`src/verilog/uop_pkg.sv`:
```
package uop_pkg;

    // Instruction opcode in bits 31:28, remaining codes are illegal
    typedef enum logic [3:0] {
        OP_ADD  = 4'd0,
        OP_SUB  = 4'd1,
        OP_AND  = 4'd2,
        OP_ADDI = 4'd3,
        OP_MUL  = 4'd4,
        OP_DIV  = 4'd5
    } instr_op_t;

    typedef enum logic [2:0] {
        U_ADD     = 3'd0,
        U_SUB     = 3'd1,
        U_AND     = 3'd2,
        U_MULSTEP = 3'd3,
        U_DIVSTEP = 3'd4,
        U_BREAK   = 3'd5
    } uop_op_t;

    // Trap types are only found in microcode ROM rows
    typedef enum logic [2:0] {
        OPT_REG       = 3'd0,
        OPT_IMM       = 3'd1,
        OPT_TRAP_SRC1 = 3'd2,
        OPT_TRAP_SRC2 = 3'd3,
        OPT_TRAP_DST  = 3'd4
    } optype_t;

    typedef struct packed {
        optype_t    optype;
        logic [4:0] regnum;
    } operand_t;

    typedef struct packed {
        uop_op_t    op;
        operand_t   dst;
        operand_t   src1;
        operand_t   src2;
        logic [11:0] imm;
        logic       eom;
        logic       trap_to_ucode;
        logic [2:0] rom_addr;
    } uop_t;

    localparam int ROM_ROWS = 8;

    // Microcode entry points
    localparam logic [2:0] ROM_ENT_MUL = 3'd0;
    localparam logic [2:0] ROM_ENT_DIV = 3'd4;

    // Scratch registers, reserved for microcode
    localparam logic [4:0] REG_TMP0 = 5'd30;
    localparam logic [4:0] REG_TMP1 = 5'd31;

endpackage
```
`src/verilog/uop_frontend.sv`:
```
`timescale 1ns/1ns

module uop_frontend #(
    parameter int QUEUE_DEPTH = 4
) (
    input  logic          clk,
    input  logic          reset,
    input  logic          nuke,
    input  logic          instr_valid,
    input  logic [31:0]   instr_word,
    output logic          instr_ready,
    input  logic          out_take,
    output logic          out_valid,
    output uop_pkg::uop_t out_uop
);

    logic          de_valid;
    uop_pkg::uop_t de_uop;
    logic          seq_ready;
    logic          seq_valid;
    uop_pkg::uop_t seq_uop;
    logic          q_ready;

    instr_decode u_decode (
        .clk         (clk),
        .reset       (reset),
        .nuke        (nuke),
        .instr_valid (instr_valid),
        .instr_word  (instr_word),
        .instr_ready (instr_ready),
        .seq_ready   (seq_ready),
        .de_valid    (de_valid),
        .de_uop      (de_uop)
    );

    ucode_seq u_seq (
        .clk       (clk),
        .reset     (reset),
        .nuke      (nuke),
        .de_valid  (de_valid),
        .de_uop    (de_uop),
        .seq_ready (seq_ready),
        .q_ready   (q_ready),
        .seq_valid (seq_valid),
        .seq_uop   (seq_uop)
    );

    // Stands in for rename
    uop_queue #(
        .QUEUE_DEPTH (QUEUE_DEPTH)
    ) u_queue (
        .clk       (clk),
        .reset     (reset),
        .nuke      (nuke),
        .seq_valid (seq_valid),
        .seq_uop   (seq_uop),
        .q_ready   (q_ready),
        .out_take  (out_take),
        .out_valid (out_valid),
        .out_uop   (out_uop)
    );

endmodule

```
`src/verilog/uop_queue.sv`:
```
`timescale 1ns/1ns

module uop_queue #(
    parameter int QUEUE_DEPTH = 4
) (
    input  logic          clk,
    input  logic          reset,
    input  logic          nuke,
    input  logic          seq_valid,
    input  uop_pkg::uop_t seq_uop,
    output logic          q_ready,
    input  logic          out_take,
    output logic          out_valid,
    output uop_pkg::uop_t out_uop
);

    localparam int PTR_W = (QUEUE_DEPTH > 1) ? $clog2(QUEUE_DEPTH) : 1;
    localparam int CNT_W = $clog2(QUEUE_DEPTH + 1);

    uop_pkg::uop_t mem [QUEUE_DEPTH];
    logic [PTR_W-1:0] rd_ptr;
    logic [PTR_W-1:0] wr_ptr;
    logic [CNT_W-1:0] count;
    logic push;
    logic pop;

    // Depth need not be a power of two
    function automatic logic [PTR_W-1:0] ptr_inc(input logic [PTR_W-1:0] p);
        if (p == PTR_W'(QUEUE_DEPTH - 1)) begin
            return '0;
        end
        return p + 1'b1;
    endfunction

    assign q_ready   = (count != CNT_W'(QUEUE_DEPTH));
    assign out_valid = (count != '0);
    assign out_uop   = mem[rd_ptr];
    assign push      = seq_valid && q_ready;
    assign pop       = out_take && out_valid;

    always_ff @(posedge clk) begin
        if (reset || nuke) begin
            rd_ptr <= '0;
            wr_ptr <= '0;
            count  <= '0;
        end else begin
            if (push) begin
                wr_ptr <= ptr_inc(wr_ptr);
            end
            if (pop) begin
                rd_ptr <= ptr_inc(rd_ptr);
            end
            if (push && !pop) begin
                count <= count + 1'b1;
            end else if (pop && !push) begin
                count <= count - 1'b1;
            end
        end
    end

    always_ff @(posedge clk) begin
        if (push) begin
            mem[wr_ptr] <= seq_uop;
        end
    end

endmodule

```
`src/verilog/ucode_seq.sv`:
```
`timescale 1ns/1ns

module ucode_seq (
    input  logic          clk,
    input  logic          reset,
    input  logic          nuke,
    input  logic          de_valid,
    input  uop_pkg::uop_t de_uop,
    output logic          seq_ready,
    input  logic          q_ready,
    output logic          seq_valid,
    output uop_pkg::uop_t seq_uop
);

    typedef enum logic {
        IDLE,
        FETCH
    } seq_state_t;

    seq_state_t state;
    logic [$clog2(uop_pkg::ROM_ROWS)-1:0] upc;
    uop_pkg::uop_t trapped_uop;
    uop_pkg::uop_t rom_uop;
    uop_pkg::uop_t sub_uop;
    logic trap_now;
    logic enq;

    // Trap operand takes the trapped instruction's operand and its type
    function automatic uop_pkg::operand_t subst(
        input uop_pkg::operand_t opnd,
        input uop_pkg::uop_t     trap
    );
        case (opnd.optype)
            uop_pkg::OPT_TRAP_SRC1: return trap.src1;
            uop_pkg::OPT_TRAP_SRC2: return trap.src2;
            uop_pkg::OPT_TRAP_DST:  return trap.dst;
            default:                return opnd;
        endcase
    endfunction

    ucode_rom u_rom (
        .addr    (upc),
        .rom_uop (rom_uop)
    );

    assign trap_now  = (state == IDLE) && de_valid && q_ready && de_uop.trap_to_ucode;
    assign seq_ready = (state == IDLE) && q_ready;
    assign seq_valid = ((state == IDLE) && de_valid && !de_uop.trap_to_ucode) ||
                       (state == FETCH);
    assign enq       = seq_valid && q_ready;

    always_comb begin
        sub_uop      = rom_uop;
        sub_uop.dst  = subst(rom_uop.dst, trapped_uop);
        sub_uop.src1 = subst(rom_uop.src1, trapped_uop);
        sub_uop.src2 = subst(rom_uop.src2, trapped_uop);
    end

    assign seq_uop = (state == FETCH) ? sub_uop : de_uop;

    always_ff @(posedge clk) begin
        if (reset || nuke) begin
            state <= IDLE;
            upc   <= '0;
        end else begin
            case (state)
                IDLE: begin
                    if (trap_now) begin
                        state <= FETCH;
                        upc   <= de_uop.rom_addr;
                    end
                end
                FETCH: begin
                    if (enq) begin
                        upc <= upc + 1'b1;
                        // Done once the last uop is in the queue
                        if (seq_uop.eom) begin
                            state <= IDLE;
                        end
                    end
                end
                default: state <= IDLE;
            endcase
        end
    end

    always_ff @(posedge clk) begin
        if (trap_now) begin
            trapped_uop <= de_uop;
        end
    end

endmodule

```
`src/verilog/ucode_rom.sv`:
```
`timescale 1ns/1ns

module ucode_rom (
    input  logic [2:0]    addr,
    output uop_pkg::uop_t rom_uop
);

    function automatic uop_pkg::uop_t make_uop(
        input uop_pkg::uop_op_t  op,
        input uop_pkg::operand_t dst,
        input uop_pkg::operand_t src1,
        input uop_pkg::operand_t src2,
        input logic              eom
    );
        uop_pkg::uop_t u;
        u      = '0;
        u.op   = op;
        u.dst  = dst;
        u.src1 = src1;
        u.src2 = src2;
        u.eom  = eom;
        return u;
    endfunction

    localparam uop_pkg::operand_t TMP0  = '{optype: uop_pkg::OPT_REG, regnum: uop_pkg::REG_TMP0};
    localparam uop_pkg::operand_t TMP1  = '{optype: uop_pkg::OPT_REG, regnum: uop_pkg::REG_TMP1};
    localparam uop_pkg::operand_t TSRC1 = '{optype: uop_pkg::OPT_TRAP_SRC1, regnum: 5'd0};
    localparam uop_pkg::operand_t TSRC2 = '{optype: uop_pkg::OPT_TRAP_SRC2, regnum: 5'd0};
    localparam uop_pkg::operand_t TDST  = '{optype: uop_pkg::OPT_TRAP_DST, regnum: 5'd0};
    localparam uop_pkg::operand_t IMM0  = '{optype: uop_pkg::OPT_IMM, regnum: 5'd0};
    localparam uop_pkg::operand_t NONE  = '{optype: uop_pkg::OPT_REG, regnum: 5'd0};

    always_comb begin
        case (addr)
            // MUL sequence
            3'd0: rom_uop = make_uop(uop_pkg::U_ADD, TMP0, TSRC1, IMM0, 1'b0);
            3'd1: rom_uop = make_uop(uop_pkg::U_ADD, TMP1, TSRC2, IMM0, 1'b0);
            3'd2: rom_uop = make_uop(uop_pkg::U_MULSTEP, TDST, TMP0, TMP1, 1'b1);
            // DIV sequence
            3'd4: rom_uop = make_uop(uop_pkg::U_SUB, TMP0, TSRC1, TSRC2, 1'b0);
            3'd5: rom_uop = make_uop(uop_pkg::U_DIVSTEP, TDST, TMP0, TSRC2, 1'b1);
            // Unused rows end the sequence
            default: rom_uop = make_uop(uop_pkg::U_BREAK, NONE, NONE, NONE, 1'b1);
        endcase
    end

endmodule

```
`src/verilog/instr_decode.sv`:
```
`timescale 1ns/1ns

module instr_decode (
    input  logic          clk,
    input  logic          reset,
    input  logic          nuke,
    input  logic          instr_valid,
    input  logic [31:0]   instr_word,
    output logic          instr_ready,
    input  logic          seq_ready,
    output logic          de_valid,
    output uop_pkg::uop_t de_uop
);

    logic [31:0] word_q;

    // Register is free when empty or being consumed this cycle
    assign instr_ready = !de_valid || seq_ready;

    always_ff @(posedge clk) begin
        if (reset || nuke) begin
            de_valid <= 1'b0;
        end else if (instr_ready) begin
            de_valid <= instr_valid;
        end
    end

    always_ff @(posedge clk) begin
        if (instr_valid && instr_ready) begin
            word_q <= instr_word;
        end
    end

    always_comb begin
        de_uop      = '0;
        de_uop.dst  = '{optype: uop_pkg::OPT_REG, regnum: word_q[27:23]};
        de_uop.src1 = '{optype: uop_pkg::OPT_REG, regnum: word_q[22:18]};
        de_uop.src2 = '{optype: uop_pkg::OPT_REG, regnum: word_q[17:13]};
        case (uop_pkg::instr_op_t'(word_q[31:28]))
            uop_pkg::OP_ADD: begin
                de_uop.op  = uop_pkg::U_ADD;
                de_uop.eom = 1'b1;
            end
            uop_pkg::OP_SUB: begin
                de_uop.op  = uop_pkg::U_SUB;
                de_uop.eom = 1'b1;
            end
            uop_pkg::OP_AND: begin
                de_uop.op  = uop_pkg::U_AND;
                de_uop.eom = 1'b1;
            end
            uop_pkg::OP_ADDI: begin
                de_uop.op   = uop_pkg::U_ADD;
                de_uop.src2 = '{optype: uop_pkg::OPT_IMM, regnum: 5'd0};
                de_uop.imm  = word_q[11:0];
                de_uop.eom  = 1'b1;
            end
            // Complex ops go to the microcode ROM
            uop_pkg::OP_MUL: begin
                de_uop.op            = uop_pkg::U_MULSTEP;
                de_uop.trap_to_ucode = 1'b1;
                de_uop.rom_addr      = uop_pkg::ROM_ENT_MUL;
            end
            uop_pkg::OP_DIV: begin
                de_uop.op            = uop_pkg::U_DIVSTEP;
                de_uop.trap_to_ucode = 1'b1;
                de_uop.rom_addr      = uop_pkg::ROM_ENT_DIV;
            end
            default: begin
                de_uop     = '0;
                de_uop.op  = uop_pkg::U_BREAK;
                de_uop.eom = 1'b1;
            end
        endcase
    end

endmodule

```
`config.mk`:
```
export PLATFORM = sky130hd
export DESIGN_NAME = uop_frontend
export DESIGN_NICKNAME = d
export VERILOG_FILES = /design/src/verilog/uop_pkg.sv /design/src/verilog/uop_frontend.sv /design/src/verilog/uop_queue.sv /design/src/verilog/ucode_seq.sv /design/src/verilog/ucode_rom.sv /design/src/verilog/instr_decode.sv
export SDC_FILE = /design/constraint.sdc
export NUM_CORES = 1
export LEC_CHECK = 0
export BUFFER_PORTS_ARGS = -buffer_cell sky130_fd_sc_hd__buf_2
export CAP_MARGIN = 20
export CORE_ASPECT_RATIO = 1.2
export CORE_MARGIN = 4
export CORE_UTILIZATION = 50
export DETAILED_ROUTE_END_ITERATION = 8
export PLACE_DENSITY = 0.77
export RECOVER_POWER = 100
export SLEW_MARGIN = 20
export SYNTH_ARGS = -nofsm -noshare
export SYNTH_HDL_FRONTEND = slang
export SYNTH_SLANG_ARGS = --single-unit
```
`constraint.sdc`:
```
create_clock -name clk -period 2.7 [get_ports clk]
set_input_delay 0.27 -clock clk [delete_from_list [all_inputs] [get_ports clk]]
set_output_delay 0.27 -clock clk [all_outputs]
set_load 0.02 [all_outputs]
```
==> results by group <==
Worst setup path
  • Worst Path Class, Setup: flip-flop to flip-flop
  • Worst r2r src: u_decode.word_q[29]
  • Setup crit end kind: flip-flop
  • Maximum fanout along the worst path: 9
  • Crit path launch type: flip-flop
  • Worst setup startpoint: u_decode.word_q[29]
  • Required @ worst endpoint: 3100 ps
  • Worst EP arrival: 2860 ps

Worst hold path
  • Hold crit path type: primary input to flip-flop
  • Hold Startpoint: instr_valid

Global route
  • Vias in the first global route: 4578
  • Initial antenna violation count: 0
  • Largest net degree at the start of global routing: 38
  • First-pass GRT wire length: 24080 um
  • Remaining Overflow, GRT: 0
  • Overall routing resource usage: 16.38%

Synthesis
  • Most common cell in the netlist: edfxtp_1
  • Mapped Cells: 450
  • Adder-cell area share of the yosys netlist: 1.744%
  • Xor-xnor portion of the synthesized cell area: 0.4210%
  • Synth cell count leaders: 195 x edfxtp_1, 37 x mux4_2, 25 x nand2_1
  • Post-synthesis compound-gate area fraction: 4.180%
  • Main synth FF type: edfxtp_1
  • Ys Warns: 0
  • Post-synthesis cell type count: 54
  • Yosys top cell area share: 70.37%
  • Sequential element share of the synthesized area: 73.73%
  • EDFF count, synth: 195
  • Synth top area cells: edfxtp_1 70%, mux4_2 10%, dfxtp_1 3.4%
  • Largest family of logic cells by synthesized area: multiplexers
  • Asr flop ratio synth: 0%
  • Synthesized area per cell: 18.49 um2
  • Flops & latches, synth: 209
  • Cell Area, Synth: 8322 um2
  • Multiplexer share of the synthesized area: 10.49%
  • Synth area leader: edfxtp_1
  • Synth Area in Simple Gates: 7.052%

Floorplanning
  • Initial core utilization: 51.14%
  • Horiz. Die Dim: 125.8 um
  • Die Y: 149.3 um
  • DIE AREA: 18780 um2
  • Core Rows: 51
  • Core area: 16270 um2
  • # IOs: 83

Timing
  • Clock skew: 7.939 ps
  • Relative slew slack: 26.04%
  • Minimum clock period: 2461 ps
  • Setup violators final: 0
  • Fin crit share: 91.14%
  • Setup TNS: 0 ps
  • Highest clock rate: 0.4064 GHz
  • Tightest Pin Transition: 1109 ps
  • Final Hold Vio Count: 0
  • Final slew viol count: 0
  • Unrepaired setup endpoints after global routing: false

Layout
  • Fillers: 1198
  • Post-Layout Cell Count: 796
  • Syn-to-layout area delta: 17.14%
  • Share of cells above drive strength 1: 20.89%
  • Multi-input gate area: 2021 um2
  • Final net count: 620
  • Sequential cell area: 6138 um2
  • Number of diodes: 0

Clocking
  • Post-CTS Setup Inserts: 0
  • Clk slew on worst S/H paths: 60 ps
  • H-tree Lvls: 1
  • Maximum clock insertion buffer count: 3
  • CTS Sinks: 209
  • CTS tree: done
  • Clk_lat worst skew: 480 ps
  • CTS Buf Count: 19
  • Clock root cell: clkbuf_16
  • Post-CTS sizing: 0

Routing
  • Routed wire per std cell: 18.89 um
  • DRC Markers: 0
  • Drt initial violations: 330
  • Routed vias/inst: 5.431
  • Via count: 4323
  • Residual antenna-violating net count after detailed routing: 0
  • Routed WL: 15040 um
  • DR pass1 iterations: 5

Placement
  • PortBufs: 74
  • Post-DP HPWL: 9497 um
  • Final GP Congestion: 0.8604
  • # placed instances: 732

Outcome
  • Status: finished clean

Pwr
  • Peak VDD IR: 0.3500 mV
  • Pleak: 3.202 nW
  • Pwr dens: 656.5 nW/um2

Job
  • Max Cap Viol: 0
[per-layer routing]
metal	global-route usage, %	up-vias	share of wire [%]
met5	0	-	0
met4	5.526	0	2.0
met3	2.758	22	5.9
met2	30.22	150	54
met1	19.53	2159	38
li1	-	1992	-
[power breakdown]
| part | switching (mW) | total (mW) | internal [mW] | leakage (nW) |
|---|---|---|---|---|
| combinational | 0.189 | 0.330 | 0.141 | 1.01 |
| clock | 1.09 | 2.45 | 1.36 | 0.282 |
| sequential | 0.0216 | 3.62 | 3.59 | 1.91 |
| total | 1.30 | 6.40 | 5.10 | 3.20 |
[placed cells by master, fill, tap and decap left out, drive strengths merged, types with 2 or more instances in the layout]
cell	n
and2	28
dfxtp	14
dlygate4sd3	31
a22oi	2
or3	4
nand2b	2
a2bb2oi	9
o211ai	4
nand2	25
nor3	5
edfxtp	195
nand3b	6
nor2	10
buf	40
nor2b	2
nand3	2
inv	9
clkinv	8
clkbuf	68
o21ai	7
and3	7
o22a	4
conb	15
mux4	37
o22ai	3
xnor2	2
mux2i	4
ha	10
xor2	2
a21oi	12
[registers in the layout (all words and copies together) (netlist names), named ones only]
name	flops
u_decode.word_q	31
u_queue.count	3
u_queue.wr_ptr	2
u_queue.rd_ptr	2
u_seq.trapped_uop	16
u_seq.state	1
u_queue.mem	148
u_seq.upc	3
u_decode.de_valid	1
[final timing paths]
check	end	slack (ps)	cells after the start
setup / recovery	u_queue.count[2]	240	9
hold reg to reg	flip-flop	490	2
setup reg to reg	u_queue.count[2]	240	9
hold / removal	u_decode.de_valid	30	3
[stage by stage]
step / util [%] / area [um2] / setup WS, ps / total power, mW / hold slack (ps)
finish: 59.91 / 9748 / 239.3 / 6.400 / 33.24
global route: 59.91 / 9748 / 139.0 / 6.630 / 30.47
CTS: 60.48 / 9842 / 234.9 / 6.473 / 13.95
detailed placement: 55.05 / 8957 / 273.0 / 3.996 / 449.2
global placement: 55.05 / 8957 / 438.7 / 3.980 / 446.9
floorplan: - / 8374 / 340.2 / 3.887 / 368.9
[timing repair]
item,in CTS,in global routing
endpoints found under the setup margin,0,0
endpoints found under the hold margin,31,0
hold buffers,31,0
[cell families after synthesis]
logic type | count (synthesis)
buffers and inverters | 37
AND/OR/NAND/NOR | 98
flip-flops | 209
AO/OA/AOI/OAI | 49
XOR/XNOR | 4
adder cells (fa/ha/maj) | 11
other | 1
multiplexers | 41
[area by class of cell]
cell class,instances,area share [%]
clock buffers,24,5.275
multi-input cells,218,20.73
flip-flops and latches,209,62.97
well taps,212,2.721
inverters,9,0.3466
repair buffers,115,7.342
clock inverters,9,0.6161
[worst max-delay path, stage by stage, from the launching register on]
cell and delay (ps):
edfxtp_1 510, nor4b_4 560, nor3_2 80, buf_4 180, ha_1 220, inv_1 80
fa_1 200, xor2_1 90, or3_1 310, a21oi_1 160
(Power assumes the default switching activity.)
